<file path="src/rtl/fv_pkg.sv">
package fv_pkg;

    // ----------------------------------------
    // Feature-vector memory sizes
    // ----------------------------------------
    localparam int FV_WIDTH   = 16;  // One feature-vector word.
    localparam int NUM_BANKS  = 2;
    localparam int BANK_DEPTH = 256;  // Words per bank.
    localparam int ROW_W      = 8;
    localparam int BANK_W     = 1;
    localparam int ADDR_W     = BANK_W + ROW_W;

    // ----------------------------------------
    // Request fields
    // ----------------------------------------
    localparam int TAG_W      = 2;  // Four edge PEs.
    localparam int NUM_FV_W   = 4;  // Vectors of 1 to 15 words.
    localparam int FIFO_DEPTH = 4;

    // A feature-vector address is either a flat word address or a bank/row pair.
    typedef union packed {
        logic [ADDR_W-1:0] flat;
        struct packed {
            logic [BANK_W-1:0] bank;  // Top bit selects the bank.
            logic [ROW_W-1:0]  row;
        } br;
    } fv_addr_u;

endpackage
</file>
<file path="src/rtl/fv_sram_bank.sv">
`timescale 1ns/10ps

module fv_sram_bank (
    input  logic                        clk,
    input  logic                        cen,
    input  logic                        wen,
    input  logic [fv_pkg::ROW_W-1:0]    a,
    input  logic [fv_pkg::FV_WIDTH-1:0] d,
    output logic [fv_pkg::FV_WIDTH-1:0] q
);

    logic [fv_pkg::FV_WIDTH-1:0] mem [fv_pkg::BANK_DEPTH];

    // The output register changes only on a read, so a word waits there under back-pressure.
    always_ff @(posedge clk) begin
        if (!cen) begin
            if (!wen) begin
                mem[a] <= d;
            end else begin
                q <= mem[a];
            end
        end
    end

endmodule

</file>
<file path="config.mk">
export PLATFORM = sky130hd
export DESIGN_NAME = fv_sram_bank
export DESIGN_NICKNAME = d
export VERILOG_FILES = /design/src/rtl/fv_pkg.sv /design/src/rtl/fv_sram_bank.sv
export SDC_FILE = /design/constraint.sdc
export NUM_CORES = 2
export LEC_CHECK = 0
export BUFFER_PORTS_ARGS = -buffer_cell sky130_fd_sc_hd__clkbuf_2
export CAP_MARGIN = 10
export CORE_MARGIN = 5
export CORE_UTILIZATION = 50
export DETAILED_ROUTE_END_ITERATION = 6
export GPL_ROUTABILITY_DRIVEN = 0
export PLACE_DENSITY = 0.64
export SYNTH_ARGS = -nofsm -noshare
export SYNTH_HDL_FRONTEND = slang
export SYNTH_SLANG_ARGS = --single-unit
export TNS_END_PERCENT = 100
</file>
<file path="constraint.sdc">
create_clock -name clk -period 9.6 [get_ports clk]
set_input_delay 1.44 -clock clk [delete_from_list [all_inputs] [get_ports clk]]
set_output_delay 1.44 -clock clk [all_outputs]
set_load 0.03 [all_outputs]
</file>
==> metrics.yaml <==
status: "complete, no violations"
cp_top_family: "buffers and inverters"
setup_tns_ns: 0
drt_pass1_iterations: 5
synth_cells: 6704
synth_area_leaders: "edfxtp_1, mux4_2, a22oi_1"
avgViaCountPerCell: 6.448
nNetsFinal: 7135
drtIter0Drc: 10431
grt_pass1_vias: 74162
cp_max_fo: 58
min_from: "d[1]"
grt_max_degree: 150
cts.sinks: 4112
dieArea_sq_um: 321700
crit_chain: "buf_8 > buf_4 > buf_4 > mux4_2 > a22oi_1 > a21oi_1 > o41ai_1 > buf_4 > nand4_1"
reg2reg_from: "mem[238][9]$_DFFE_PP_"
cpMostUsedCell: "buf_4"
row_count: 204
final-setup-viol-count: 0
vias: 74585
wl_microns: 401500
synth.avg_cell_area_sq_um: 23.16
final_cell_mix: "edfxtp_1, mux4_2, a22oi_1"
path_clk_slew_ns: 0.06
initial_utilization: 0.5022
ios: 43
wl_per_cell_microns: 34.71
startpoint: "a[1]"
dieWidth_microns: 567.2
synth_area_sq_um: 155200
cp.arrival_ns: 6.00
placed_area_sq_um: 162600
ys_ff_latch: 4112
netlist.area_leader.share: 0.7954
setup_slack_ns: 4.243
place.port_buffers: 42
critPathLaunchType: "input pin"
synth_top_area_cell: "edfxtp_1"
ir_worst_vdd_mv: 0.1703
utilization: 0.5671
relSlewSlack: 0.08914
fin_area_sq_um: 175300
cpPeakStageDelay_ns: 1.04
preCtsSetupSlack_ns: 3.259
detail-route-antenna-nets: 0
drv_slew: 0
grt_usage: 0.2473
worstHoldPathType: "input pin to register"
period_minus_slack_ns: 5.357
worstSetupEndpointType: "register"
max_freq_ghz: 0.1867
synth.distinct_cells: 21
syn-num-nets: 6731
yosysSeqAreaShare: 0.7954
cts_resized: 0
cp.required_ns: 10.25
cts_tree: "built"
layout_commonest_cell: "edfxtp_1"
critical_path_buf_inv_count: 4
leakagePower_uw: 0.05364
cap_violations: 0
grt_overflow_total: 0
fp.dieH_microns: 567.2
yosysWarningCount: 0
coreArea_sq_um: 309100
powerDensity_nw_per_um2: 208.8
tightest_slew_ns: 1.366
syn2layout_area_growth_pct: 12.92
cts_made_buffers: 405
clock_path_buffers: 4
antenna_found_initial: 13
hold_viol: 0
multi_input_area_sq_um: 30550
cts_root_buffer: "clkbuf_16"
drive_gt1_frac: 0.2809
placed_cells: 10821
grt_pass1_wl_microns: 571200
insertion_delay_ns: 0.97
hpwl_microns: 228100
ctsHtreeMaxLevel: 5
fin_cells: 11567
period_share: 0.5580
grt_setup_unrepaired: "no"
fill_cells: 22068
holdBufCountCts: 0
skew_ns: 0.09125
final-seq-area_sq_um: 123500
route.detailed.drc: 0
cp_slowest_cell: "o41ai_1"
postCtsSetupBuffers: 0
critPathKind: "input pin to register"
-- synth_stat cells --
master    number
or2_2          1
and4bb_2       1
buf_1         35
buf_6          1
nor4_1         1
mux4_2      1024
a21oi_1      256
clkbuf_1     261
and2_1         2
nand2_1       29
nand4_1       16
o41ai_1       64
nor2b_1        7
nand2b_1       2
nor2_1       259
buf_2        113
nor4b_1        2
a22oi_1      512
edfxtp_1    4112
buf_4          2
nand3_1        4
-- sequential cells by signal, summed over array words and instances (netlist names) --
register	cells
mem	4096
q	16
-- logic make-up after synthesis --
kind of cell | count (synthesis) | share of synthesized area
AOI/OAI and AO/OA | 832 | 0.03662
buffers and inverters | 412 | 0.01097
DFF | 4112 | 0.7954
muxes | 1024 | 0.1486
and+or+nand+nor | 324 | 0.008455
-- power breakdown --
group	leakage (uW)	total [uW]	switching [uW]	internal (uW)
clock	0.00618	15200	6670	8530
sequential	0.0370	19800	15.9	19800
combinational	0.0105	1610	1080	530
total	0.0536	36600	7760	28800
-- stage by stage --
| stage | power (uW) | hold WS, ns |
|---|---|---|
| 2_1_floorplan | 21000 | 0.8956 |
| 3_3_place_gp | 21760 | 1.038 |
| 3_5_place_dp | 21800 | 1.043 |
| 4_1_cts | 36810 | 0.9269 |
| 5_1_grt | 37640 | 0.9443 |
| 6_report | 36600 | 0.9539 |
-- layer usage --
metal | global-route usage | wire length [microns]
met3 | 0.04796 | 37100
met1 | 0.3608 | 159400
met5 | 0.002939 | 165
met2 | 0.3834 | 190400
met4 | 0.07791 | 14390
-- path summary, 6_finish.rpt --
| path | end | slack (ns) | cells after the start |
|---|---|---|---|
| max | q[0]$_DFFE_PP_ | 4.24 | 9 |
| min | mem[228][1]$_DFFE_PP_ | 0.95 | 1 |
| max reg2reg | q[9]$_DFFE_PP_ | 6.30 | 5 |
| min reg2reg | q[10]$_DFFE_PP_ | 1.05 | 5 |
-- cell type report --
type	count	area share
repair buffers	409	0.01954
clock buffers	506	0.06071
well taps	4120	0.02941
clock inverters	229	0.01155
flip-flops and latches	4112	0.7044
multi-input cells	2180	0.1742
diodes	11	0.0001570
No activity file was read; power rests on OpenSTA's default activity.
