$ cat src/rtl/fv_pkg.sv
package fv_pkg;

    // ----------------------------------------
    // Feature-vector memory sizes
    // ----------------------------------------
    localparam int FV_WIDTH   = 16;  // One feature-vector word.
    localparam int NUM_BANKS  = 2;
    localparam int BANK_DEPTH = 256;  // Words per bank.
    localparam int ROW_W      = 8;
    localparam int BANK_W     = 1;
    localparam int ADDR_W     = BANK_W + ROW_W;

    // ----------------------------------------
    // Request fields
    // ----------------------------------------
    localparam int TAG_W      = 2;  // Four edge PEs.
    localparam int NUM_FV_W   = 4;  // Vectors of 1 to 15 words.
    localparam int FIFO_DEPTH = 4;

    // A feature-vector address is either a flat word address or a bank/row pair.
    typedef union packed {
        logic [ADDR_W-1:0] flat;
        struct packed {
            logic [BANK_W-1:0] bank;  // Top bit selects the bank.
            logic [ROW_W-1:0]  row;
        } br;
    } fv_addr_u;

endpackage
$ cat src/rtl/fv_dispatch.sv
`timescale 1ns/10ps

module fv_dispatch (
    input  logic                         clk,
    input  logic                         rst_n,
    input  logic                         fifo_empty,
    input  logic [fv_pkg::TAG_W-1:0]     head_tag,
    input  fv_pkg::fv_addr_u             head_addr,
    input  logic [fv_pkg::NUM_BANKS-1:0] busy,
    output logic                         fifo_pop,
    output logic [fv_pkg::NUM_BANKS-1:0] start,
    output logic [fv_pkg::TAG_W-1:0]     start_tag,
    output logic [fv_pkg::ROW_W-1:0]     start_row
);

    logic [fv_pkg::BANK_W-1:0] head_bank;
    logic                      go;

    assign head_bank = head_addr.br.bank;

    // While a pop is in flight the head is stale and the started bank has not yet raised busy.
    assign go = !fifo_empty && !fifo_pop && !busy[head_bank];

    always_ff @(posedge clk or negedge rst_n) begin
        if (!rst_n) begin
            fifo_pop <= 1'b0;
            start    <= '0;
        end else begin
            fifo_pop <= go;  // Pop and start leave together.
            start    <= '0;
            if (go) begin
                start[head_bank] <= 1'b1;
            end
        end
    end

    always_ff @(posedge clk) begin
        if (go) begin
            start_tag <= head_tag;
            start_row <= head_addr.br.row;
        end
    end

endmodule

$ cat config.mk
export PLATFORM = sky130hd
export DESIGN_NAME = fv_dispatch
export DESIGN_NICKNAME = d
export VERILOG_FILES = /design/src/rtl/fv_pkg.sv /design/src/rtl/fv_dispatch.sv
export SDC_FILE = /design/constraint.sdc
export NUM_CORES = 1
export LEC_CHECK = 0
export BUFFER_PORTS_ARGS = -buffer_cell sky130_fd_sc_hd__buf_4
export CAP_MARGIN = 30
export CORE_MARGIN = 1
export CORE_UTILIZATION = 25
export CTS_BUF_LIST = sky130_fd_sc_hd__clkbuf_4 sky130_fd_sc_hd__clkbuf_8
export DETAILED_ROUTE_END_ITERATION = 7
export GPL_ROUTABILITY_DRIVEN = 0
export PLACE_DENSITY = 0.54
export SYNTH_ARGS = -nofsm -noshare
export SYNTH_HDL_FRONTEND = slang
export SYNTH_SLANG_ARGS = --single-unit
$ cat constraint.sdc
create_clock -name clk -period 2.47 [get_ports clk]
set_clock_uncertainty 0.1 [all_clocks]
set_input_delay 0.494 -clock clk [delete_from_list [all_inputs] [get_ports clk]]
set_output_delay 0.494 -clock clk [all_outputs]
set_load 0.02 [all_outputs]
==> results.json <==
{
  "htree_levels": 1,
  "crit_required_ps": 2340,
  "routedWlPerCell_um": 13.1,
  "dp_cells": 62,
  "crit_path_cell_trace": "buf_4 -> nor2b_1 -> a2111oi_2 -> buf_4",
  "slowest_stage": "a2111oi_2",
  "met2_usage": 0.178,
  "grt_remaining_overflow": 0,
  "viasPerCell": 4.30,
  "final-instance-count-excl-fill": 67,
  "start_util": 0.270,
  "clk_path_buf_depth": 2,
  "cp-start-kind": "primary input",
  "io_pins": 29,
  "fin_hold_ws_ps": 277,
  "cp.arrival_ps": 1400,
  "yosysUniqueCellTypes": 6,
  "rsz0062_at_grt": "no",
  "fin_crit_ps": 1520,
  "synth_area_um2": 407,
  "cts_tree": "done",
  "post-cts-setup-buffers": 0,
  "status": "finished, final reports clean",
  "vias": 288,
  "track_usage": 0.118,
  "insertion_delay_ps": 260,
  "worst-slew-pin-transition_ps": 362,
  "ys_seq_elements": 13,
  "p_per_area_mw_per_mm2": 651,
  "grt_pass1_vias": 307,
  "die_w_um": 42.3,
  "rows": 14,
  "fmax_mhz": 657,
  "drcViolationCount": 0,
  "slew_viol_final": 0,
  "cts_num_sinks": 13,
  "totalWireLength_um": 880,
  "crit_buf_inv": 2,
  "core_mm2": 0.00151,
  "syn_inst": 17,
  "drv_cap": 0,
  "area_growth_pct": 69.5,
  "ctsResizeCount": 0,
  "stdcell_area_um2": 689,
  "grt_use_met3": 0.0474,
  "slew_headroom": 0.758,
  "hold_violations": 0,
  "ys_warn_count": 0,
  "grt_use_met1": 0.131,
  "dieHeight_um": 42.3,
  "fin_crit_sh": 0.617,
  "antenna_left": 0,
  "cts_root_buffer": "clkbuf_4",
  "grt_max_degree": 11,
  "irDropWorstVdd_v": 0.000243,
  "dr.pass1.iters": 2,
  "synth_area_per_cell_um2": 23.9,
  "worst_path_largest_cell_delay_ps": 400,
  "yosysSeqAreaShare": 0.923,
  "worst_path_most_repeated_cell": "buf_4",
  "top_usage_layer": "met2",
  "fin_tns_setup_ps": 0,
  "dieArea_mm2": 0.00179,
  "n_fill_cell": 140,
  "drive_above_1_share": 0.667,
  "dpl_cell_area_um2": 649,
  "clk_pin_slew_ps": 70,
  "setup_viol": 0,
  "cts_buffers": 3,
  "crit_fanout": 10,
  "hp-class": "primary input to flip-flop",
  "dr.first_iter.drc_count": 3,
  "critPathKind": "primary input to flip-flop",
  "portBuffers": 28,
  "end_kind": "flip-flop",
  "antenna_cells": 0,
  "p_leak_nw": 0.303,
  "grt_first_pass_wirelength_um": 1450,
  "cts_hold_buf": 1,
  "syn-num-nets": 33,
  "nets": 68,
  "antenna_found_initial": 0,
  "critPathTopFamily": "compound AO/OA/AOI/OAI gates"
}
-- cell usage after synthesis (all sizes together) --
| cell type | count | area, µm² |
|---|---|---|
| edfxtp | 10 | 300 |
| dfrtp | 3 | 75.1 |
| a2111oi | 1 | 10.0 |
| nor2b | 1 | 6.26 |
| nor4 | 1 | 6.26 |
| nor4b | 1 | 8.76 |
-- final timing paths --
| check | slack, ps | to | startpoint | cells after the start |
|---|---|---|---|---|
| min in group asynchronous | 440 | start[0]$_DFF_PN0_ | rst_n | 2 |
| max in group asynchronous | 1740 | fifo_pop$_DFF_PN0_ | rst_n | 2 |
| max reg2reg | 1090 | start_row[2]$_DFFE_PP_ | fifo_pop$_DFF_PN0_ | 2 |
| max | 950 | start_row[2]$_DFFE_PP_ | busy[0] | 4 |
| min | 280 | start[0]$_DFF_PN0_ | busy[0] | 2 |
| min reg2reg | 420 | start[0]$_DFF_PN0_ | fifo_pop$_DFF_PN0_ | 1 |
-- kinds of logic after synthesis --
family / after synthesis / synth area share
AOI/OAI and AO/OA: 1 / 0.0246
DFF: 13 / 0.923
and+or+nand+nor: 3 / 0.0523
-- state kept, by name (all words and copies together), names as in the netlist --
name / count
start_row: 8
start: 2
start_tag: 2
fifo_pop: 1
-- area by class of cell --
type / count / area [µm²] / area share
tap: 16 / 20.0 / 0.0290
timing repair buffer: 30 / 228 / 0.330
sequential: 13 / 375 / 0.544
multi-input combinational: 4 / 36.3 / 0.0526
clock buffer: 4 / 30.0 / 0.0436
-- routing by layer --
layer,vias up,share of wire,wire length [µm]
met5,-,0,0
met4,0,0.014,12
met3,2,0.098,86
met2,22,0.50,443
met1,128,0.38,338
li1,136,-,-
-- stage by stage --
step / power (mW) / util / setup WS, ps
final: 0.449 / 0.458 / 947
after global routing: 0.477 / 0.458 / 879
after CTS: 0.457 / 0.458 / 943
after detailed placement: 0.319 / 0.431 / 634
after global placement: 0.316 / 0.431 / 735
after floorplan: 0.278 / - / 486
-- layout by cell type (no fill, tap or decap), drive strengths merged --
| master | Yosys | layout |
|---|---|---|
| dlygate4sd3 | 0 | 1 |
| nor2b | 1 | 1 |
| edfxtp | 10 | 10 |
| a2111oi | 1 | 1 |
| dfrtp | 3 | 3 |
| nor4b | 1 | 1 |
| clkbuf | 0 | 4 |
| nor4 | 1 | 1 |
| buf | 0 | 29 |
-- where the power goes --
part           total (mW)  internal [mW]  switching (mW)
Sequential          0.253          0.249         0.00434
Combinational      0.0614         0.0323          0.0291
Clock               0.134         0.0734          0.0606
Total               0.449          0.355          0.0940
(Power assumes the default switching activity.)
