### src/rtl/fv_pkg.sv
package fv_pkg;

    // ----------------------------------------
    // Feature-vector memory sizes
    // ----------------------------------------
    localparam int FV_WIDTH   = 16;  // One feature-vector word.
    localparam int NUM_BANKS  = 2;
    localparam int BANK_DEPTH = 256;  // Words per bank.
    localparam int ROW_W      = 8;
    localparam int BANK_W     = 1;
    localparam int ADDR_W     = BANK_W + ROW_W;

    // ----------------------------------------
    // Request fields
    // ----------------------------------------
    localparam int TAG_W      = 2;  // Four edge PEs.
    localparam int NUM_FV_W   = 4;  // Vectors of 1 to 15 words.
    localparam int FIFO_DEPTH = 4;

    // A feature-vector address is either a flat word address or a bank/row pair.
    typedef union packed {
        logic [ADDR_W-1:0] flat;
        struct packed {
            logic [BANK_W-1:0] bank;  // Top bit selects the bank.
            logic [ROW_W-1:0]  row;
        } br;
    } fv_addr_u;

endpackage
### src/rtl/fv_bus_arbiter.sv
`timescale 1ns/10ps

module fv_bus_arbiter (
    input  logic                                               clk,
    input  logic                                               rst_n,
    input  logic [fv_pkg::NUM_BANKS-1:0]                       word_valid,
    input  logic [fv_pkg::NUM_BANKS-1:0][fv_pkg::FV_WIDTH-1:0] word_data,
    input  logic [fv_pkg::NUM_BANKS-1:0][fv_pkg::TAG_W-1:0]    word_tag,
    input  logic [fv_pkg::NUM_BANKS-1:0]                       word_last,
    input  logic                                               out_ready,
    output logic [fv_pkg::NUM_BANKS-1:0]                       grant,
    output logic                                               out_valid,
    output logic [fv_pkg::TAG_W-1:0]                           out_tag,
    output logic [fv_pkg::FV_WIDTH-1:0]                        out_data,
    output logic                                               out_last
);

    logic [fv_pkg::BANK_W-1:0] ptr;  // Last served bank, or the owner while locked.
    logic                      locked;
    logic [fv_pkg::BANK_W-1:0] rr_pick;
    logic                      rr_found;
    logic [fv_pkg::BANK_W-1:0] sel;
    logic                      owned;

    // Search starts one past the last served bank.
    always_comb begin
        rr_pick  = ptr;
        rr_found = 1'b0;
        for (int i = 1; i <= fv_pkg::NUM_BANKS; i++) begin
            if (!rr_found && word_valid[(int'(ptr) + i) % fv_pkg::NUM_BANKS]) begin
                rr_pick  = fv_pkg::BANK_W'((int'(ptr) + i) % fv_pkg::NUM_BANKS);
                rr_found = 1'b1;
            end
        end
    end

    assign sel   = locked ? ptr : rr_pick;
    assign owned = locked || rr_found;

    always_comb begin
        grant = '0;
        if (owned) begin
            grant[sel] = 1'b1;
        end
    end

    assign out_valid = owned && word_valid[sel];
    assign out_tag   = word_tag[sel];
    assign out_data  = word_data[sel];
    assign out_last  = word_last[sel];

    always_ff @(posedge clk or negedge rst_n) begin
        if (!rst_n) begin
            ptr    <= '0;
            locked <= 1'b0;
        end else if (out_valid && out_ready) begin
            ptr    <= sel;
            locked <= !out_last;  // Hold the bus until the burst ends.
        end
    end

endmodule

### config.mk
export PLATFORM = sky130hd
export DESIGN_NAME = fv_bus_arbiter
export DESIGN_NICKNAME = d
export VERILOG_FILES = /design/src/rtl/fv_pkg.sv /design/src/rtl/fv_bus_arbiter.sv
export SDC_FILE = /design/constraint.sdc
export NUM_CORES = 1
export LEC_CHECK = 0
export BUFFER_PORTS_ARGS = -buffer_cell sky130_fd_sc_hd__buf_4
export CORE_ASPECT_RATIO = 1.2
export CORE_MARGIN = 1.5
export CORE_UTILIZATION = 31
export CTS_CLUSTER_DIAMETER = 60
export CTS_CLUSTER_SIZE = 30
export DETAILED_ROUTE_END_ITERATION = 10
export MAX_ROUTING_LAYER = met4
export PLACE_DENSITY = 0.83
export SYNTH_ARGS = -nofsm -noshare
export SYNTH_HDL_FRONTEND = slang
export SYNTH_SLANG_ARGS = --single-unit
export TNS_END_PERCENT = 30
### constraint.sdc
create_clock -name clk -period 2 [get_ports clk]
set_input_delay 0.4 -clock clk [delete_from_list [all_inputs] [get_ports clk]]
set_output_delay 0.4 -clock clk [all_outputs]
set_load 0.01 [all_outputs]
==> impl_metrics.toml <==
[logic_synthesis]
synth_top_area_share_pct = 27.1
syn-num-nets = 91
syn_inst = 48
avgSynthCellArea_sq_um = 10.4
synth_area_sq_um = 499
ys.warnings.count = 0
synth.largest_area_cell = "mux2_4"
yosys-top-cells-area = "mux2_4 (27%), mux2_2 (20%), dfrtp_1 (10%)"
ys_seq_area_share_pct = 10.0
yosys.cell_types.count = 21
synth_seq_cells = 2

[cells_and_area]
multi_input_area_sq_um = 403
antenna_cells = 0
final.fill_count = 118
mostFrequentLayoutCells = "buf_4 (58), mux2_4 (11), buf_6 (9)"
final_layout_size_suffix_gt1_share_pct = 81.4
area_growth_pct = 121
mostFrequentLayoutCell = "buf_4"
nNetsFinal = 163
final_util_pct = 75.5
fin_area_sq_mm = 0.00110
seqCellArea_sq_um = 51.3

[placement]
gp_congestion = 0.669
io_buffers = 64
placed_area_sq_um = 997
dp_hpwl_um = 1430

[global_route]
grt_pass1_wl_um = 2390
grt_start_max_net_pins = 20
grt_usage_pct = 19.3
first_global_vias = 650
grt_remaining_overflow = 0
antenna_found_initial = 0

[route]
routed_wl_um = 1950
postRouteAntennaNets = 0
wire_per_inst_um = 14.5
via_per_inst = 4.99
drc_errors = 0
vias = 673
drt_iter0_drc = 9
firstDrtPassIters = 4

[timing]
report.final.slew_viol_count = 0
relSlewSlack_pct = 77.9
min_period_ns = 1.99
setup_tns_ns = 0
final-hold-violation-count = 0
worst_pin_slew_ns = 0.331
rsz0062_at_grt = "true"
fmax_mhz = 501
setup_viol = 0
fin_skew_ns = 0.000720
period_share_pct = 99.7

[clock_network]
root_buffer = "clkbuf_4"
cts_tree = "yes"
clock_latency_ns = 0.23
clk_pin_slew_ns = 0.03
cts_max_path_buffers = 2
cts_htree_levels = 1
cts.sinks = 2
cts_buffers = 3

[floorplan]
num_rows = 15
fp.dieArea_sq_mm = 0.00186
start_util_pct = 34.1
die_x_um = 39.6
ioPinCount = 65
core_area_sq_mm = 0.00146
die_h_um = 47.0

[critical_path]
required_ns = 1.60
cp_max_fo = 9
cp-start-kind = "flop"
endpoint_kind = "output pin"
critPathKind = "flop to output pin"
reg2regPathDepth = 5
critPathArrivalTime_ns = 1.59

[pwr]
p_per_area_mw_per_mm2 = 1230
leakage_nw = 0.582
p_total_mw = 1.36
peakVddDrop_v = 0.000690

[min_path]
hold_class = "primary input to async pin"

[job]
drv_cap = 0

[status]
outcome = "completed"
cell type report:
class | count | area share [%]
Clock buffer | 3 | 2.04
Inverter | 4 | 1.36
Multi-Input combinational cell | 39 | 36.5
Sequential cell | 2 | 4.64
Tap cell | 17 | 1.93
Timing Repair Buffer | 70 | 53.6
sequential cells by signal (all words and copies together) (netlist names):
name	flops
ptr	1
locked	1
repair_timing:
| item | 4_1_cts | 5_1_grt |
|---|---|---|
| resized for setup | 0 | 12 |
| hold buffers | 1 | 0 |
| setup buffers | 0 | 1 |
| endpoints found under the hold margin | 2 | 0 |
| endpoints found under the setup margin | 0 | 10 |
layer usage:
layer | GRT usage [%] | wire length (um) | up-vias
met2 | 37.4 | 1220 | 37
met5 | - | 0 | -
met3 | 2.84 | 122 | 2
met1 | 18.2 | 585 | 317
met4 | 8.28 | 23 | 0
li1 | - | - | 317
final timing paths:
kind / from / end / slack (ns)
setup / recovery: locked$_DFFE_PN0P_ / out_data[2] / 0.006
min in group clk: out_ready / ptr$_DFFE_PN0P_ / 0.55
hold / removal: rst_n / locked$_DFFE_PN0P_ / 0.50
hold reg to reg: locked$_DFFE_PN0P_ / locked$_DFFE_PN0P_ / 0.77
setup reg to reg: ptr$_DFFE_PN0P_ / locked$_DFFE_PN0P_ / 0.59
max in group asynchronous: rst_n / ptr$_DFFE_PN0P_ / 1.40
stage by stage:
step                      hold WS, ns  std cells  setup slack, ns
after floorplan                 0.104         48            0.294
after global placement          0.184        129           0.0947
after detailed placement        0.185        129           0.0836
after CTS                       0.487        133          0.00316
after global routing            0.506        135          -0.0420
final                           0.496        135          0.00584
power by group:
part,leakage (nW),switching [mW],internal (mW)
clock,0.0138,0.0257,0.0665
sequential,0.0212,0.0301,0.0628
combinational,0.547,0.458,0.718
critical path, stage by stage (launching register included):
cell       delay, ns
dfrtp_1         0.40
nor2_2          0.08
o22ai_4         0.23
clkbuf_16       0.21
mux2_4          0.31
buf_6           0.12
kinds of logic after synthesis:
| group | Yosys count | share of synthesized area [%] |
|---|---|---|
| multiplexers | 21 | 53.4 |
| AO/OA/AOI/OAI | 11 | 17.0 |
| AND/OR/NAND/NOR | 7 | 8.77 |
| buffers and inverters | 7 | 10.8 |
| flip-flops | 2 | 10.0 |
cells in the mapped netlist:
master	n
a2bb2oi_1	1
a311oi_2	1
mux2_4	9
a31oi_1	1
o22ai_4	1
nor3_1	1
buf_4	1
mux2_2	9
nor3b_1	1
inv_2	1
mux2i_1	3
nand2b_1	1
nor2_2	1
a21oi_1	4
dfrtp_1	2
buf_12	1
o21ai_0	3
nand2_4	1
nor2_1	2
buf_6	1
inv_1	3
Note: power is estimated with default switching activity, not from simulation.
