### src/rtl/fv_pkg.sv
package fv_pkg;

    // ----------------------------------------
    // Feature-vector memory sizes
    // ----------------------------------------
    localparam int FV_WIDTH   = 16;  // One feature-vector word.
    localparam int NUM_BANKS  = 2;
    localparam int BANK_DEPTH = 256;  // Words per bank.
    localparam int ROW_W      = 8;
    localparam int BANK_W     = 1;
    localparam int ADDR_W     = BANK_W + ROW_W;

    // ----------------------------------------
    // Request fields
    // ----------------------------------------
    localparam int TAG_W      = 2;  // Four edge PEs.
    localparam int NUM_FV_W   = 4;  // Vectors of 1 to 15 words.
    localparam int FIFO_DEPTH = 4;

    // A feature-vector address is either a flat word address or a bank/row pair.
    typedef union packed {
        logic [ADDR_W-1:0] flat;
        struct packed {
            logic [BANK_W-1:0] bank;  // Top bit selects the bank.
            logic [ROW_W-1:0]  row;
        } br;
    } fv_addr_u;

endpackage
### src/rtl/fv_bank_ctrl.sv
`timescale 1ns/10ps

module fv_bank_ctrl #(
    parameter int BANK_ID = 0
) (
    input  logic                        clk,
    input  logic                        rst_n,
    input  logic [fv_pkg::NUM_FV_W-1:0] num_fv,
    input  logic                        start,
    input  logic [fv_pkg::TAG_W-1:0]    start_tag,
    input  logic [fv_pkg::ROW_W-1:0]    start_row,
    input  logic                        mem_wr_en,
    input  fv_pkg::fv_addr_u            mem_wr_addr,
    input  logic [fv_pkg::FV_WIDTH-1:0] mem_wr_data,
    input  logic                        grant,
    input  logic                        out_ready,
    input  logic [fv_pkg::FV_WIDTH-1:0] sram_q,
    output logic                        busy,
    output logic                        sram_cen,
    output logic                        sram_wen,
    output logic [fv_pkg::ROW_W-1:0]    sram_a,
    output logic [fv_pkg::FV_WIDTH-1:0] sram_d,
    output logic                        word_valid,
    output logic [fv_pkg::FV_WIDTH-1:0] word_data,
    output logic [fv_pkg::TAG_W-1:0]    word_tag,
    output logic                        word_last
);

    logic [fv_pkg::NUM_FV_W-1:0] rd_left;  // Reads still to issue.
    logic [fv_pkg::ROW_W-1:0]    row_ptr;
    logic                        rd_pend;  // The SRAM output holds an unconsumed word.
    logic                        pend_last;
    logic                        load_hit;
    logic                        xfer;
    logic                        hold_load;
    logic                        rd_issue;

    assign load_hit  = mem_wr_en && (mem_wr_addr.br.bank == fv_pkg::BANK_W'(BANK_ID));
    assign xfer      = word_valid && grant && out_ready;
    assign hold_load = rd_pend && (!word_valid || xfer);
    assign rd_issue  = (rd_left != '0) && !load_hit && (!rd_pend || hold_load);

    // ----------------------------------------
    // SRAM port, load writes first
    // ----------------------------------------
    assign sram_cen = !(load_hit || rd_issue);
    assign sram_wen = !load_hit;
    assign sram_a   = load_hit ? mem_wr_addr.br.row : row_ptr;
    assign sram_d   = mem_wr_data;

    always_ff @(posedge clk or negedge rst_n) begin
        if (!rst_n) begin
            busy       <= 1'b0;
            rd_left    <= '0;
            rd_pend    <= 1'b0;
            word_valid <= 1'b0;
        end else begin
            if (start) begin
                busy    <= 1'b1;
                rd_left <= num_fv;
            end else begin
                if (xfer && word_last) begin
                    busy <= 1'b0;  // Vector fully delivered.
                end
                if (rd_issue) begin
                    rd_left <= rd_left - 1'b1;
                end
            end
            if (rd_issue) begin
                rd_pend <= 1'b1;
            end else if (hold_load) begin
                rd_pend <= 1'b0;
            end
            if (hold_load) begin
                word_valid <= 1'b1;
            end else if (xfer) begin
                word_valid <= 1'b0;
            end
        end
    end

    // ----------------------------------------
    // Vector context and holding register
    // ----------------------------------------
    always_ff @(posedge clk) begin
        if (start) begin
            word_tag <= start_tag;
            row_ptr  <= start_row;
        end else if (rd_issue) begin
            row_ptr <= row_ptr + 1'b1;  // Wraps within the bank.
        end
        if (rd_issue) begin
            pend_last <= (rd_left == fv_pkg::NUM_FV_W'(1));
        end
        if (hold_load) begin
            word_data <= sram_q;
            word_last <= pend_last;
        end
    end

endmodule

### config.mk
export PLATFORM = sky130hd
export DESIGN_NAME = fv_bank_ctrl
export DESIGN_NICKNAME = d
export VERILOG_FILES = /design/src/rtl/fv_pkg.sv /design/src/rtl/fv_bank_ctrl.sv
export SDC_FILE = /design/constraint.sdc
export NUM_CORES = 1
export LEC_CHECK = 0
export BUFFER_PORTS_ARGS = -buffer_cell sky130_fd_sc_hd__buf_4
export CAP_MARGIN = 20
export CORE_AREA = 2 2 78 62
export DETAILED_ROUTE_END_ITERATION = 10
export DIE_AREA = 0 0 80 64
export GPL_TIMING_DRIVEN = 0
export MAX_ROUTING_LAYER = met4
export PLACE_DENSITY = 0.81
export SETUP_SLACK_MARGIN = 0.1
export SLEW_MARGIN = 20
export SYNTH_ARGS = -nofsm -noshare
export SYNTH_HDL_FRONTEND = slang
export SYNTH_SLANG_ARGS = --single-unit
export TNS_END_PERCENT = 10
### constraint.sdc
create_clock -name clk -period 2.95 [get_ports clk]
set_input_delay 0 -clock clk [delete_from_list [all_inputs] [get_ports clk]]
set_output_delay 0 -clock clk [all_outputs]
set_load 0.02 [all_outputs]
==> results of run 1 <==
[per-stage QoR]
| stage | instances | worst slack (ns) | instance area (um2) | power, W | util |
|---|---|---|---|---|---|
| after detailed placement | 275 | 1.15 | 2440 | 0.000971 | 0.565 |
| after floorplan | 127 | 1.34 | 1680 | 0.000822 | - |
| final | 309 | 1.14 | 2800 | 0.00139 | 0.651 |
| after global routing | 309 | 1.01 | 2800 | 0.00147 | 0.651 |
| after global placement | 275 | 1.19 | 2440 | 0.000961 | 0.565 |
| after CTS | 309 | 1.13 | 2800 | 0.00141 | 0.651 |
[synthesized netlist by cell type]
cell type	instances
and3_1	2
clkbuf_1	3
xnor2_1	3
nor2b_1	1
ha_1	3
or2_2	2
and2_1	2
nor2_1	4
a21o_2	1
a221oi_4	1
xor2_1	4
a211oi_1	1
nor3_1	1
nand4_1	2
edfxtp_1	28
dfrtp_1	7
a21boi_4	1
nand3_1	4
inv_1	5
o21ai_0	8
mux2_2	12
mux2i_1	1
buf_2	1
a211o_2	1
a21oi_1	1
nand2_1	10
a21o_1	1
buf_4	16
and2b_2	1
[power groups by stage]
| stage | Sequential [W] | Clock [W] | Combinational [W] |
|---|---|---|---|
| floorplan | 0.000651 | 0 | 0.000171 |
| global placement | 0.000633 | 0 | 0.000328 |
| detailed placement | 0.000636 | 0 | 0.000335 |
| CTS | 0.000625 | 0.000416 | 0.000365 |
| global route | 0.000633 | 0.000441 | 0.000391 |
| finish | 0.000626 | 0.000404 | 0.000362 |
[area by class of cell]
type                       count  area [um2]  area share
sequential                    35        1020       0.362
timing repair buffer         117         943       0.336
multi-input combinational     67         510       0.182
buffer                        20         136      0.0486
tap                           57        71.3      0.0254
clock buffer                   5        68.8      0.0245
clock inverter                 3        38.8      0.0138
inverter                       5        18.8     0.00669
[metal layers]
metal | track usage | up-vias | part of all wire
met1 | 0.217 | 622 | 0.45
met3 | 0.0395 | 2 | 0.10
li1 | - | 682 | -
met4 | 0.0530 | 0 | 0.0066
met5 | - | - | 0
met2 | 0.257 | 90 | 0.44
[logic make-up (layout without fill, tap and decap cells)]
logic type,Yosys count,in the layout
adder cells (fa/ha/maj),3,3
flip-flops,35,35
XOR/XNOR,7,7
AND/OR/NAND/NOR,29,29
multiplexers,13,13
buffers and inverters,25,150
AO/OA/AOI/OAI,15,15
[final timing paths]
check	start	to	slack, ns	cells after the start
max reg2reg	rd_left[0]$_DFFE_PN0P_	rd_left[2]$_DFFE_PN0P_	1.14	6
max	rd_left[0]$_DFFE_PN0P_	rd_left[2]$_DFFE_PN0P_	1.14	6
min	start_row[0]	row_ptr[0]$_DFFE_PP_	0.01	3
min in group asynchronous	rst_n	rd_left[1]$_DFFE_PN0P_	0.06	2
min reg2reg	pend_last$_DFFE_PP_	word_last$_DFFE_PP_	0.45	0
max in group asynchronous	rst_n	busy$_DFFE_PN0P_	2.76	2
[registers in the layout, summed over array words and instances, names as in the netlist]
signal,flops
busy,1
word_data,16
pend_last,1
word_valid,1
word_last,1
row_ptr,8
rd_pend,1
rd_left,4
word_tag,2
[worst max-delay path, stage by stage (launching register included)]
cell,delay [ns]
dfrtp_1,0.42
inv_1,0.08
ha_1,0.23
inv_1,0.06
a211oi_1,0.29
mux2_2,0.37
mux2_2,0.25
==> flow_summary.json, run 1 <==
{
  "synth_adder_area_share": 0.0223,
  "switchingPower_w": 0.000359,
  "ant_nets": 0,
  "cts_tree": "done",
  "area_growth_pct": 66.7,
  "setup_tns_ns": 0,
  "status": "complete, no violations",
  "final_cell_mix": "107 x buf_4, 28 x edfxtp_1, 26 x dlygate4sd3_1",
  "final_common_cell": "buf_4",
  "crit_path_end_kind": "register",
  "wl_per_cell_um": 13.2,
  "syn_avg_cell_area_um2": 13.2,
  "power_density_nw_per_um2": 497,
  "syn_area_um2": 1680,
  "via_per_inst": 4.52,
  "grt_pass1_vias": 1407,
  "netSwitchingFraction": 0.258,
  "io_pins": 108,
  "synth_top_area_frac": 0.500,
  "ys_warn_count": 0,
  "path_class": "reg -> reg",
  "p_leak_nw": 1.25,
  "clock_latency_ns": 0.28,
  "ir_drop_mv": 0.257,
  "grt_usage": 0.166,
  "nets": 315,
  "p_int_w": 0.00103,
  "vias": 1396,
  "yosysTopAreaCell": "edfxtp_1",
  "start_util": 0.390,
  "synth_compound_area_frac": 0.0737,
  "fillers": 339,
  "grt_pass1_wl_um": 6330,
  "portBuffers": 91,
  "yosysSeqAreaShare": 0.604,
  "cts_setup_buffers": 0,
  "synth.area.mux_share": 0.0863,
  "synth_top_family_by_area": "buffers and inverters",
  "yosys_register_bits": 35,
  "yosys.area_share.xor_xnor": 0.0365,
  "ctsResizeCount": 0,
  "tightest_slew_ns": 0.492,
  "fin_crit_sh": 0.614,
  "seq_power_share": 0.450,
  "start_kind": "register",
  "synth_simple_gate_area_frac": 0.0848,
  "std_cell_rows": 21,
  "cap_violations": 0,
  "syn_nets": 191,
  "drive_gt1_frac": 0.532,
  "cts_made_buffers": 5,
  "num_antenna_cells": 0,
  "rsz0062_at_grt": "false",
  "first_iter_violations": 55,
  "max_slew_margin": 0.672,
  "clkTransAtPathRegs_ns": 0.07,
  "worst-endpoint-arrival_ns": 1.98,
  "drv_slew": 0,
  "die_h_um": 64,
  "cts_root_buf": "clkbuf_8",
  "netlist_instances": 127,
  "hold_violations": 0,
  "gp_congestion": 0.749,
  "grt_max_degree": 18,
  "cts.sinks": 35,
  "cp_max_fo": 4,
  "setup_viol": 0,
  "cts_hold_buffers": 26,
  "power_frac_clock": 0.290,
  "antenna_found_initial": 0,
  "wl_um": 4080,
  "fin_worst_skew_ns": 0.00326,
  "required_ns": 3.12,
  "route.detailed.drc": 0,
  "die_area_um2": 5120,
  "post-route-min-period_ns": 1.81,
  "netlist_top_cells_area": "edfxtp_1 50%, dfrtp_1 10%, mux2_2 8.0%",
  "overflow": 0,
  "clock.fmax_mhz": 552,
  "hpwl_um": 3040,
  "clk_path_buf_depth": 2,
  "dr.pass1.iters": 4,
  "min_path_type": "in -> reg",
  "p_comb_frac": 0.260,
  "synth_cell_type_count": 29,
  "die_width_um": 80,
  "hold_ws_ns": 0.0132,
  "cts.htree.levels": 2,
  "core_area_um2": 4310
}
No activity file was read; power rests on OpenSTA's default activity.
==> inputs of run 2 (changes only) <==
--- a/config.mk
+++ b/config.mk
@@ -5,11 +5,12 @@
 export SDC_FILE = /design/constraint.sdc
 export NUM_CORES = 1
 export LEC_CHECK = 0
+export ABC_AREA = 1
 export BUFFER_PORTS_ARGS = -buffer_cell sky130_fd_sc_hd__buf_4
 export CAP_MARGIN = 20
-export CORE_AREA = 2 2 78 62
+export CORE_AREA = 2 2 80 63
 export DETAILED_ROUTE_END_ITERATION = 10
-export DIE_AREA = 0 0 80 64
+export DIE_AREA = 0 0 82 65
 export GPL_TIMING_DRIVEN = 0
 export MAX_ROUTING_LAYER = met4
 export PLACE_DENSITY = 0.81
==> constraint.sdc (replaced) <==
create_clock -name clk -period 1.7 [get_ports clk]
set_input_delay 0 -clock clk [delete_from_list [all_inputs] [get_ports clk]]
set_output_delay 0 -clock clk [all_outputs]
set_load 0.02 [all_outputs]
==> run 2 against run 1 <==
  * Worst setup slack worse by 0.95 ns
  * Final cell count up 14%
  * The flow now finishes with violations (negative hold slack)
  * Sequential cell count unchanged
  * Wire length up 21%
  * Clock skew up 0.0037 ns
  * Cell area up 3.9%
  * Largest cell class unchanged
  * Critical endpoint is now sram_cen
  * Synthesized cell count up 32%
  * Via count up 19%
  * Utilization down 2.1 points
  * Clock-buffer cell count unchanged
  * Clock power up 89%
  * Die area up 4.1%
  * Critical path type is now reg -> out
==> flow_summary.json, run 2 <==
{
  "status": "finished, violations left",
  "violations": "negative hold slack",
  "reg.largest.list": "word_data x16, row_ptr x8, rd_left x4",
  "clkTransAtPathRegs_ns": 0.07,
  "nets": 356,
  "hpwl_um": 3130,
  "cts.htree.levels": 2,
  "final_cell_area_um2": 2910,
  "grt_max_degree": 18,
  "netlist_top_cells_area": "edfxtp_1 48%, nand2_1 11%, dfrtp_1 9.9%",
  "io_pins": 108,
  "ant_nets": 0,
  "ys_warn_count": 0,
  "cts_root_buf": "clkbuf_8",
  "clock.fmax_mhz": 661,
  "final_cell_mix": "109 x buf_4, 51 x nand2_1, 28 x edfxtp_1",
  "grt_pass1_vias": 1608,
  "core_area_um2": 4620,
  "max_slew_margin": 0.600,
  "ir_drop_mv": 0.680,
  "synthTopCellsByCount": "51 x nand2_1, 28 x edfxtp_1, 18 x buf_4",
  "die_h_um": 65,
  "setup_viol": 0,
  "fillers": 368,
  "wl_um": 4950,
  "min_path_cells": 3,
  "required_ns": 1.70,
  "clk_path_buf_depth": 2,
  "r2r-start": "rd_left[0]$_DFFE_PN0P_",
  "grt_pass1_wl_um": 7690,
  "via_per_inst": 4.71,
  "final_common_cell": "buf_4",
  "wl_per_cell_um": 14.0,
  "place_area_um2": 2530,
  "r2r-end": "row_ptr[6]$_DFFE_PP_",
  "synth_top_area_frac": 0.476,
  "die_area_um2": 5330,
  "drive_gt1_frac": 0.478,
  "post-route-min-period_ns": 1.51,
  "power_density_nw_per_um2": 1170,
  "largest_reg_flops": 16,
  "start_util": 0.382,
  "crit_path_end_kind": "primary output",
  "yosysSeqAreaShare": 0.575,
  "min_to": "row_ptr[3]$_DFFE_PP_",
  "syn_area_um2": 1770,
  "cts_made_buffers": 5,
  "start_kind": "register",
  "netlist_instances": 168,
  "fin_worst_skew_ns": 0.00695,
  "area_growth_pct": 64.8,
  "r2r_cells": 5,
  "async_reset_ff_frac": 0.200,
  "portBuffers": 91,
  "synth_cell_type_count": 27,
  "syn_avg_cell_area_um2": 10.5,
  "worst-endpoint-arrival_ns": 1.51,
  "tightest_slew_ns": 0.598,
  "cts.sinks": 35,
  "route.detailed.drc": 0,
  "grt_usage": 0.208,
  "drv_slew": 0,
  "vias": 1664,
  "min_path_type": "in -> reg",
  "fin_crit_sh": 0.890,
  "overflow": 0,
  "rrSetupSlack_ns": 0.31,
  "p_leak_nw": 1.37,
  "hold_ws_ns": -0.000918,
  "clock_latency_ns": 0.30,
  "largest-register": "word_data",
  "yosysTopAreaCell": "edfxtp_1",
  "yosys_register_bits": 35,
  "dr.pass1.iters": 5,
  "setup_tns_ns": 0,
  "worstHoldStart": "start_row[3]",
  "rsz0062_at_grt": "true",
  "cts_tree": "done",
  "gp_congestion": 0.782,
  "syn_nets": 232,
  "synth_most_common_cell": "nand2_1",
  "die_width_um": 82,
  "synth_edf_count": 28,
  "first_iter_violations": 189,
  "cap_violations": 0,
  "num_antenna_cells": 0,
  "ys.flop_type": "edfxtp_1",
  "path_class": "reg -> out",
  "hold_violations": 2,
  "std_cell_rows": 22,
  "antenna_found_initial": 0,
  "cp_max_fo": 5
}
run 2: layer usage:
| layer | up-vias | GRT usage | wire, um |
|---|---|---|---|
| met5 | - | - | 0 |
| met4 | 0 | 0.119 | 255 |
| met3 | 21 | 0.0655 | 398 |
| met2 | 87 | 0.337 | 2530 |
| met1 | 768 | 0.224 | 1760 |
| li1 | 788 | - | - |
run 2: worst max path at each step:
stage	startpoint	endpoint	slack, ns	cells past startpoint
final	rd_left[0]$_DFFE_PN0P_	sram_cen	0.19	7
after CTS	rd_left[0]$_DFFE_PN0P_	sram_cen	0.11	7
after global routing	rd_left[0]$_DFFE_PN0P_	sram_cen	0.09	7
after floorplan	word_valid$_DFFE_PN0P_	word_data[0]$_DFFE_PP_	0.24	1
after global placement	word_valid$_DFFE_PN0P_	word_data[12]$_DFFE_PP_	0.17	1
after detailed placement	word_valid$_DFFE_PN0P_	word_data[14]$_DFFE_PP_	0.12	1
run 2: cell type report:
type                       count  area (um2)  area share
tap                           60        75.1      0.0258
timing repair buffer         117         943       0.324
buffer                        19         140      0.0481
sequential                    35        1020       0.349
clock inverter                 3        43.8      0.0150
multi-input combinational    102         567       0.195
inverter                      12        58.8      0.0202
clock buffer                   5        68.8      0.0236
run 2: power by group:
group          switching, W  leakage, nW  internal (W)
combinational      0.000724        0.967      0.000551
clock              0.000328       0.0581      0.000437
sequential         0.000172        0.349       0.00120
run 2: stage by stage:
stage | power [W] | util | instances | hold WS, ns | setup WS, ns
finish | 0.00341 | 0.630 | 353 | -0.000918 | 0.188
global route | 0.00359 | 0.630 | 353 | 0.0108 | 0.0944
CTS | 0.00335 | 0.628 | 353 | 0.00414 | 0.108
detailed placement | 0.00256 | 0.547 | 319 | -0.179 | 0.117
global placement | 0.00252 | 0.547 | 319 | -0.181 | 0.168
floorplan | 0.00210 | - | 168 | -0.296 | 0.237
run 2: worst max-delay path, stage by stage, from the launching register on:
cell and delay, ns:
dfrtp_1 0.41, inv_2 0.11, ha_2 0.22, nand2_2 0.08, nand3_4 0.11, inv_2 0.06, nor2_1 0.09, buf_4 0.15
run 2: repair_timing:
| action | 4_1_cts | 5_1_grt |
|---|---|---|
| hold buffers | 26 | 0 |
| gates resized for setup | 0 | 3 |
| buffers inserted | 0 | 0 |
| endpoints found under the hold margin | 33 | 0 |
| setup endpoints to repair | 0 | 18 |
run 2: cell families after synthesis:
family / count (synthesis) / synth area share
buffers and inverters: 31 / 0.113
AOI/OAI and AO/OA: 18 / 0.0651
DFF: 35 / 0.575
and+or+nand+nor: 79 / 0.217
xor gates and xnor gates: 2 / 0.00991
adders and majority gates: 3 / 0.0212
