$ cat config.mk
export PLATFORM = sky130hd
export DESIGN_NAME = fv_req_fifo
export DESIGN_NICKNAME = d
export VERILOG_FILES = /design/src/rtl/fv_pkg.sv /design/src/rtl/fv_req_fifo.sv
export SDC_FILE = /design/constraint.sdc
export NUM_CORES = 1
export LEC_CHECK = 0
export BUFFER_PORTS_ARGS = -buffer_cell sky130_fd_sc_hd__buf_2
export CAP_MARGIN = 15
export CORE_MARGIN = 3
export CORE_UTILIZATION = 40
export DETAILED_ROUTE_END_ITERATION = 8
export PLACE_DENSITY = 0.68
export SYNTH_ARGS = -nofsm -noshare
export SYNTH_HDL_FRONTEND = slang
export SYNTH_SLANG_ARGS = --single-unit
$ cat constraint.sdc
create_clock -name clk -period 6 [get_ports clk]
set_clock_uncertainty 0.15 [all_clocks]
set_input_delay 1.2 -clock clk [delete_from_list [all_inputs] [get_ports clk]]
set_output_delay 1.2 -clock clk [all_outputs]
set_load 0.005 [all_outputs]
$ cat src/rtl/fv_pkg.sv
package fv_pkg;

    // ----------------------------------------
    // Feature-vector memory sizes
    // ----------------------------------------
    localparam int FV_WIDTH   = 16;  // One feature-vector word.
    localparam int NUM_BANKS  = 2;
    localparam int BANK_DEPTH = 256;  // Words per bank.
    localparam int ROW_W      = 8;
    localparam int BANK_W     = 1;
    localparam int ADDR_W     = BANK_W + ROW_W;

    // ----------------------------------------
    // Request fields
    // ----------------------------------------
    localparam int TAG_W      = 2;  // Four edge PEs.
    localparam int NUM_FV_W   = 4;  // Vectors of 1 to 15 words.
    localparam int FIFO_DEPTH = 4;

    // A feature-vector address is either a flat word address or a bank/row pair.
    typedef union packed {
        logic [ADDR_W-1:0] flat;
        struct packed {
            logic [BANK_W-1:0] bank;  // Top bit selects the bank.
            logic [ROW_W-1:0]  row;
        } br;
    } fv_addr_u;

endpackage
$ cat src/rtl/fv_req_fifo.sv
`timescale 1ns/10ps

module fv_req_fifo (
    input  logic                     clk,
    input  logic                     rst_n,
    input  logic                     req_valid,
    input  logic [fv_pkg::TAG_W-1:0] req_tag,
    input  fv_pkg::fv_addr_u         req_addr,
    input  logic                     fifo_pop,
    output logic                     wfull,
    output logic                     fifo_empty,
    output logic [fv_pkg::TAG_W-1:0] head_tag,
    output fv_pkg::fv_addr_u         head_addr
);

    localparam int PTR_W = $clog2(fv_pkg::FIFO_DEPTH);
    localparam int CNT_W = $clog2(fv_pkg::FIFO_DEPTH + 1);

    logic [fv_pkg::TAG_W-1:0] tag_mem  [fv_pkg::FIFO_DEPTH];
    fv_pkg::fv_addr_u         addr_mem [fv_pkg::FIFO_DEPTH];
    logic [PTR_W-1:0]         wr_ptr;
    logic [PTR_W-1:0]         rd_ptr;
    logic [CNT_W-1:0]         count;
    logic                     push;
    logic                     pop;

    assign push = req_valid && !wfull;  // A strobe while full is lost.
    assign pop  = fifo_pop && !fifo_empty;

    assign wfull      = (count == CNT_W'(fv_pkg::FIFO_DEPTH));
    assign fifo_empty = (count == '0);
    assign head_tag   = tag_mem[rd_ptr];
    assign head_addr  = addr_mem[rd_ptr];

    always_ff @(posedge clk) begin
        if (push) begin
            tag_mem[wr_ptr]  <= req_tag;
            addr_mem[wr_ptr] <= req_addr;
        end
    end

    always_ff @(posedge clk or negedge rst_n) begin
        if (!rst_n) begin
            wr_ptr <= '0;
            rd_ptr <= '0;
            count  <= '0;
        end else begin
            if (push) begin
                wr_ptr <= wr_ptr + 1'b1;  // Depth is a power of two, so pointers wrap.
            end
            if (pop) begin
                rd_ptr <= rd_ptr + 1'b1;
            end
            if (push && !pop) begin
                count <= count + 1'b1;
            end else if (pop && !push) begin
                count <= count - 1'b1;
            end
        end
    end

endmodule

==> results of run 1 <==
[layer usage]
layer / wire, um / GRT usage [%]
met1: 1380 / 14.7
met2: 1630 / 19.9
met3: 102 / 3.60
met4: 53 / 4.80
met5: 0 / 0
[power groups by stage]
stage	registers [uW]	clock network (uW)	logic, uW
finish	548	185	287
global route	562	206	319
CTS	550	191	296
detailed placement	558	0	296
global placement	549	0	284
floorplan	513	0	232
[logic make-up after synthesis]
kind of cell / after synthesis
multiplexers: 13
flip-flops: 51
XOR/XNOR: 6
AND/OR/NAND/NOR: 10
adder cells (fa/ha/maj): 6
buffers and inverters: 7
[per-stage QoR]
step                worst slack [ps]  hold slack, ps
global placement                3050             310
global route                    2610             360
CTS                             2700             338
floorplan                       3340             295
finish                          2730             336
detailed placement              2960             320
[layout by cell type, fill, tap and decap left out, drive strengths merged]
cell and instances:
edfxtp 44, buf 27, mux4 11, dfrtp 7
clkbuf 6, ha 5, inv 4, and2 4
xnor2 4, xor2 2, mux2 2, nor3b 1
nor2b 1, or3 1, nand2 1, nand3 1
nor2 1, fa 1, clkinv 1, clkinvlp 1
[sequential cells by signal, indices dropped and copies added (netlist names)]
signal    cells
count         3
wr_ptr        2
addr_mem     36
tag_mem       8
rd_ptr        2
[final cells by class]
class	instances	share of cell area (%)
Inverter	4	0.648
Clock inverter	2	0.540
Timing Repair Buffer	27	5.83
Sequential cell	51	64.6
Tap cell	67	3.62
Clock buffer	6	3.13
Multi-Input combinational cell	35	21.7
[worst register-to-register path: stages, from the launching register on]
cell,delay [ps]
dfrtp_1,410
nor3b_2,170
nor2b_1,390
ha_1,260
inv_1,60
fa_1,370
xor2_1,150
nor2_1,130
xor2_1,150
[worst min-delay path by stage]
stage | from | to | slack, ps | cells after the start
floorplan | count[2] | count[2] | 300 | 1
global placement | count[2] | count[2] | 310 | 1
detailed placement | count[2] | count[2] | 320 | 1
CTS | count[2] | count[2] | 340 | 1
global route | count[2] | count[2] | 360 | 1
finish | count[2] | count[2] | 340 | 1
[synthesized netlist by cell type]
cell / number
edfxtp_1: 44
mux4_1: 8
dfrtp_1: 7
ha_1: 5
and2_1: 4
inv_1: 4
xnor2_1: 4
mux4_2: 3
buf_6: 2
xor2_1: 2
buf_2: 1
fa_1: 1
mux2_2: 1
mux2_4: 1
nand2_1: 1
nand3_1: 1
nor2_1: 1
nor2b_1: 1
nor3b_2: 1
or3_1: 1
==> flow_summary_export.csv, run 1 <==
group,metric,value,unit
outcome,status,"completed",
clock_tree,cts_setup_buffers,0,
clock_tree,cts-resized-gates,0,
pwr,p_seq_share,53.7,%
logic_synthesis,synth_top_area_share,64.7,%
route,num_vias,931,
timing,period_share,54.5,%
floorplan,core_area,0.00482,mm^2
route,drtIter0Drc,49,
critical_path,startpoint,"rd_ptr[0]",
critical_path,cp.depth,2,
final_layout,design_area,0.00232,mm^2
logic_synthesis,synth_cells,93,
timing,min_period,3270,ps
placed_design,dp_cells,184,
clock_tree,clockRootBuffer,"clkbuf_8",
route,ant_nets,0,
critical_path,cp.arrival,1920,ps
logic_synthesis,syn_area,0.00204,mm^2
critical_path,cp_slowest_cell,"dfrtp_1",
floorplan,num_rows,25,
clock_tree,cts_max_path_buffers,2,
pwr,ir_drop,0.195,mV
floorplan,fp.dieW,77.4,um
clock_tree,worstSkewPairLatency,300,ps
critical_path,worst-r2r-setup-slack,3700,ps
global_routing,grt_pass1_wl,5230,um
pwr,leakagePower,0.000862,uW
floorplan,num_io_pins,28,
logic_synthesis,synth.avg_cell_area,21.9,um^2
logic_synthesis,yosysWarningCount,0,
critical_path,crit_required,4650,ps
placed_design,dpl.hpwl,2200,um
final_layout,finalNonFillerCells,192,
global_routing,grt_max_degree,16,
pwr,clkPwrFrac,18.2,%
min_path,hold_class,"reg2reg",
clock_tree,clk_pin_slew,90,ps
route,via_per_inst,4.85,
clock_tree,cts_sinks,51,
clock_tree,cts_hold_buf,0,
placed_design,io_buffers,27,
pwr,power_density,440,mW/mm^2
final_layout,final_core_util,48.1,%
timing,setup_tns,0,ps
logic_synthesis,synth_top_family_by_area,"multiplexers",
route,dr.pass1.iters,4,
logic_synthesis,ys_seq_elements,51,
critical_path,cp_cell_sequence,"mux4_1 -> buf_2",
global_routing,grt_overflow,0,
final_layout,finalNetCount,145,
final_layout,fill_cells,425,
logic_synthesis,synthMuxAreaShare,14.9,%
critical_path,reg2regPathDepth,8,
logic_synthesis,synth_top_area_cell,"edfxtp_1",
pwr,internal-power,724,uW
final_layout,drive_gt1_share,32.0,%
logic_synthesis,synth_compound_area_share,0,%
clock_tree,tritoncts,"done",
timing,worst_pin_slew,712,ps
floorplan,initial_utilization,42.4,%
global_routing,antenna_found_initial,0,
critical_path,max_stage_delay,810,ps
critical_path,critical_path.top_delay_family,"flip-flops",
timing,hold_violations,0,
logic_synthesis,synth-seq-area-share,73.3,%
critical_path,reg2reg_from,"count[2]",
placed_design,postPlaceCellArea,0.00223,mm^2
critical_path,rr_endpoint,"count[2]",
route,wl_per_cell,16.5,um
timing,drv_slew,0,
timing,max-slew-margin-rel,52.5,%
logic_synthesis,syn-num-nets,114,
pwr,power,1020,uW
critical_path,crit_type,"reg2out",
route,drc,0,
timing,fmax,306,MHz
pwr,comb_power_share,28.1,%
global_routing,gr-usage-all-layers,12.0,%
final_layout,syn2layout_area_growth,13.5,%
critical_path,startpoint_type,"flip-flop",
critical_path,cp-endpoint,"head_addr[5]",
pwr,sw_frac_of_total,29.0,%
logic_synthesis,yosys-top-cells-area,"edfxtp_1 (65%), mux4_1 (10%), dfrtp_1 (8.6%)",
timing,setup_violations,0,
critical_path,cp-end-kind,"output port",
critical_path,worst-path-max-fanout,13,
logic_synthesis,ys_types,20,
global_routing,grt_pass1_vias,1026,
clock_tree,numCtsBuffers,5,
clock_tree,cts_htree_levels,2,
final_layout,diodes,0,
timing,rsz0062_at_grt,"false",
floorplan,die_area,0.00599,mm^2
pwr,p_sw,296,uW
route,drt-total-wl,3170,um
job,drv_cap,0,
logic_synthesis,synth_fa_ha_area_share,4.05,%
floorplan,die_y,77.4,um
critical_path,path_buf_inv,1,
logic_synthesis,synth_xor_area_share,2.58,%
logic_synthesis,synth-simple-area-share,3.07,%
final_layout,regArea,0.00150,mm^2
placed_design,gp_congestion,0.671,
final_layout,multi_input_area,502,um^2
Power figures use the tool's default switching activity.
==> run 2, diff against run 1 <==
- clock period: 6 -> 3.2 ns (I/O delays scaled with it)
==> run 2 against run 1 <==
- via count decreased by 1.2%
- critical path depth did not move
- first-iteration DRC count grew 47%
- critical path type unchanged
- global-route usage is 0.14 points lower
- clock power grew to 2.7 times the previous value
- design area rose by 2.1%
- non-clock buffer count stayed put
- hold slack got worse by 330 ps
==> flow_summary_export.csv, run 2 (synthesis results as in run 1) <==
group,metric,value,unit
route,dr.pass1.iters,4,
global_routing,grt_pass1_wl,5210,um
floorplan,fp.dieW,77.4,um
pwr,ir_drop,0.386,mV
route,via_per_inst,4.79,
timing,drv_slew,0,
route,drtIter0Drc,72,
placed_design,dpl.hpwl,2230,um
timing,timing.final.ws_setup,497,ps
clock_tree,cts_setup_buffers,0,
critical_path,worst-r2r-setup-slack,860,ps
final_layout,regMostFlops,"addr_mem",
clock_tree,numCtsBuffers,5,
clock_tree,worstSkewPairLatency,300,ps
critical_path,reg2regPathDepth,8,
global_routing,gr-usage-all-layers,11.8,%
timing,worst_pin_slew,711,ps
final_layout,layout_commonest_cell,"edfxtp_1",
route,drc,0,
timing,max-slew-margin-rel,52.6,%
pwr,leakagePower,0.000886,uW
clock_tree,cts_hold_buf,0,
pwr,power_density,878,mW/mm^2
route,ant_nets,0,
critical_path,worst-path-max-fanout,13,
timing,rsz0062_at_grt,"false",
floorplan,initial_utilization,42.4,%
global_routing,grt_pass1_vias,1038,
final_layout,diodes,0,
outcome,status,"completed",
timing,setup_tns,0,ps
floorplan,core_area,0.00482,mm^2
critical_path,cp-end-kind,"output port",
clock_tree,clk_pin_slew,90,ps
clock_tree,cts_max_path_buffers,2,
clock_tree,tritoncts,"done",
timing,min_period,2700,ps
timing,hold_violations,0,
global_routing,grt_overflow,0,
floorplan,die_area,0.00599,mm^2
timing,fmax,370,MHz
route,num_vias,920,
placed_design,io_buffers,27,
timing,period_share,84.5,%
critical_path,crit_type,"reg2out",
job,drv_cap,0,
global_routing,grt_max_degree,16,
route,drt-total-wl,3210,um
min_path,hold_class,"in2async",
final_layout,final_cell_mix,"edfxtp_1 (44), buf_2 (27), mux4_1 (8), dfrtp_1 (7)",
clock_tree,cts-resized-gates,0,
final_layout,largest_reg_flops,36,
floorplan,num_rows,25,
final_layout,drive_gt1_share,32.0,%
critical_path,crit_required,2410,ps
final_layout,finalNetCount,145,
floorplan,num_io_pins,28,
clock_tree,cts_htree_levels,2,
critical_path,startpoint_type,"flip-flop",
critical_path,reg2reg_from,"count[2]",
global_routing,antenna_found_initial,0,
clock_tree,cts_sinks,51,
critical_path,cp.arrival,1910,ps
final_layout,syn2layout_area_growth,15.9,%
floorplan,die_y,77.4,um
clock_tree,clockRootBuffer,"clkbuf_8",
timing,setup_violations,0,
final_layout,final_core_util,49.1,%
final_layout,fill_cells,421,
route,wl_per_cell,16.7,um
placed_design,gp_congestion,0.671,
critical_path,rr_endpoint,"count[2]",
placed_design,place_ws,672,ps
final_layout,top_regs,"addr_mem x36, tag_mem x8, count x3",
## run 2: changes by cell type in the layout (fill, tap and decap cells not counted), sizes merged
| cell | before | now |
|---|---|---|
| bufinv | 0 | 2 |
| clkinv | 1 | 0 |
| clkinvlp | 1 | 0 |
## run 2: metrics by stage
step,instance area (um^2),hold WS [ps],total power (uW),std cells
after floorplan,2040,194,1400,93
after global placement,2230,310,1560,184
after detailed placement,2230,336,1610,184
after CTS,2360,9.88,2110,192
after global routing,2360,17.3,2200,192
final,2360,9.02,2080,192
## run 2: area by class of cell
cell class / instances / area, um^2 / area share, %
Sequential cell: 51 / 1500 / 63.3
Multi-Input combinational cell: 35 / 502 / 21.2
Timing Repair Buffer: 27 / 135 / 5.71
Tap cell: 67 / 83.8 / 3.54
Clock buffer: 6 / 72.6 / 3.07
Clock inverter: 2 / 60.1 / 2.54
Inverter: 4 / 15.0 / 0.635
## run 2: worst max path at each step
stage	slack [ps]	endpoint	depth (start not counted)	from
floorplan	1070	count[2]	8	count[0]
finish	500	head_addr[1]	2	rd_ptr[0]
CTS	460	head_addr[1]	2	rd_ptr[0]
global route	380	head_addr[8]	2	rd_ptr[0]
global placement	810	count[2]	8	req_valid
detailed placement	670	count[2]	8	req_valid
## run 2: critical path, cell delays in order (launching register included)
cell and delay (ps):
dfrtp_1 810, mux4_1 660, buf_2 150
## run 2: where the power goes
| part | internal (uW) | switching (uW) | total (uW) | leakage (uW) |
|---|---|---|---|---|
| sequential | 895 | 133 | 1030 | 0.000485 |
| clock | 312 | 195 | 507 | 0.0000654 |
| combinational | 310 | 231 | 541 | 0.000336 |
## run 2: layer usage
layer / up-vias / part of all wire [%] / GRT usage [%] / wire [um]
met5: - / 0 / 0 / 0
met4: 0 / 1.5 / 4.27 / 47
met3: 6 / 5.0 / 3.36 / 160
met2: 24 / 51 / 20.4 / 1640
met1: 464 / 42 / 14.2 / 1360
li1: 426 / - / - / -
==> run 3, diff against run 2 <==
- clock period: 3.2 -> 2.75 ns (I/O delays scaled with it)
==> run 3 against run 2 <==
- wire length fell by 0.53%
- design area fell by 0.95%
- via count rose by 3.7%
- critical path type unchanged
- critical endpoint is now head_addr[5]
- non-clock buffer count rose by 3
- highest routed layer is now met5
- sequential cell count did not move
==> flow_summary_export.csv, run 3 (synthesis results as in run 1) <==
group,metric,value,unit
outcome,status,"completed",
pwr,power_density,957,mW/mm^2
route,wl_per_cell,16.4,um
floorplan,fp.dieW,77.4,um
floorplan,num_io_pins,28,
timing,min_period,2490,ps
pwr,comb_power_share,30.2,%
critical_path,worst-r2r-setup-slack,460,ps
final_layout,finalNetCount,148,
critical_path,startpoint_type,"flip-flop",
placed_design,gp_congestion,0.715,
timing,setup_tns,0,ps
placed_design,place_ws,464,ps
critical_path,cp-endpoint,"head_addr[5]",
clock_tree,clockRootBuffer,"clkbuf_8",
pwr,internal-power,1600,uW
critical_path,worst-path-max-fanout,7,
route,via_per_inst,4.89,
final_layout,final_cell_mix,"edfxtp_1 (44), buf_2 (27), mux4_1 (8), dfrtp_1 (7)",
pwr,ir_drop,0.466,mV
min_path,hold_class,"in2reg",
critical_path,cp.arrival,1790,ps
clock_tree,clk_pin_slew,80,ps
timing,rsz0062_at_grt,"false",
final_layout,syn2layout_area_growth,14.8,%
clock_tree,numCtsBuffers,5,
global_routing,gr-usage-all-layers,11.7,%
placed_design,dpl.hpwl,2290,um
timing,max-slew-margin-rel,58.6,%
timing,fmax,401,MHz
clock_tree,cts_sinks,51,
pwr,sw_frac_of_total,28.8,%
final_layout,diodes,0,
clock_tree,cts_htree_levels,2,
critical_path,crit_type,"reg2out",
floorplan,initial_utilization,42.4,%
final_layout,top_regs,"addr_mem x36, tag_mem x8, count x3",
global_routing,grt_pass1_vias,1039,
clock_tree,worstSkewPairLatency,290,ps
timing,hold_violations,0,
floorplan,core_area,0.00482,mm^2
final_layout,layout_commonest_cell,"edfxtp_1",
timing,worst_pin_slew,621,ps
global_routing,grt_max_degree,16,
global_routing,antenna_found_initial,1,
pwr,leakagePower,0.000876,uW
clock_tree,cts_setup_buffers,0,
pwr,clkPwrFrac,17.7,%
timing,setup_violations,0,
clock_tree,cts_hold_buf,1,
critical_path,startpoint,"rd_ptr[0]",
timing,drv_slew,0,
route,drtIter0Drc,30,
floorplan,num_rows,25,
global_routing,grt_overflow,0,
route,dr.pass1.iters,4,
route,ant_nets,0,
route,num_vias,954,
critical_path,rr_endpoint,"count[2]",
route,drc,0,
pwr,p_seq_share,52.1,%
pwr,p_sw,645,uW
route,drt-total-wl,3190,um
final_layout,drive_gt1_share,32.8,%
critical_path,reg2reg_from,"count[0]",
critical_path,cp-end-kind,"output port",
floorplan,die_y,77.4,um
min_path,min_path_cells,1,
clock_tree,tritoncts,"done",
clock_tree,cts_max_path_buffers,2,
critical_path,reg2regPathDepth,8,
timing,period_share,90.7,%
critical_path,crit_required,2050,ps
job,drv_cap,0,
floorplan,die_area,0.00599,mm^2
final_layout,regMostFlops,"addr_mem",
global_routing,grt_pass1_wl,5200,um
clock_tree,cts-resized-gates,0,
timing,timing.final.ws_setup,256,ps
placed_design,io_buffers,27,
final_layout,largest_reg_flops,36,
-- run 3: final cells by class --
class,instances,area (um^2)
Clock buffer,6,72.6
Timing Repair Buffer,30,160
Fill cell,412,2470
Clock inverter,2,12.5
Inverter,4,15.0
Sequential cell,51,1500
Tap cell,67,83.8
Multi-Input combinational cell,35,502
-- run 3: worst min-delay path by stage --
stage / start / endpoint / slack (ps)
3_3_place_gp: rst_n / wr_ptr[0] / 240
4_1_cts: req_addr[3] / addr_mem[0][3] / 310
2_1_floorplan: rst_n / count[0] / 100
5_1_grt: req_addr[3] / addr_mem[0][3] / 310
6_report: req_addr[3] / addr_mem[0][3] / 320
3_5_place_dp: rst_n / wr_ptr[0] / 240
-- run 3: power groups by stage --
stage               combinational [uW]  sequential, uW  clock, uW
floorplan                          505            1120          0
global placement                   664            1170          0
detailed placement                 704            1190          0
CTS                                704            1170        413
global route                       750            1190        448
finish                             678            1170        397
-- run 3: through the flow --
| step | std cells | power [uW] | util, % | hold slack [ps] | cell area, um^2 |
|---|---|---|---|---|---|
| floorplan | 93 | 1630 | - | 104 | 2040 |
| global placement | 186 | 1840 | 46.6 | 243 | 2250 |
| detailed placement | 186 | 1890 | 46.6 | 244 | 2250 |
| CTS | 195 | 2290 | 48.6 | 312 | 2340 |
| global route | 195 | 2390 | 48.6 | 314 | 2340 |
| finish | 195 | 2240 | 48.6 | 319 | 2340 |
-- run 3: critical path, stage by stage, from the launching register on --
cell	delay [ps]
dfrtp_1	530
buf_4	250
mux4_1	580
buf_2	150
-- run 3: per-layer routing --
metal	part of all wire [%]	vias up	GRT usage (%)
met1	39	486	13.4
met5	0.22	-	0
met4	1.8	2	5.34
met2	54	23	20.1
li1	-	436	-
met3	4.9	7	3.36
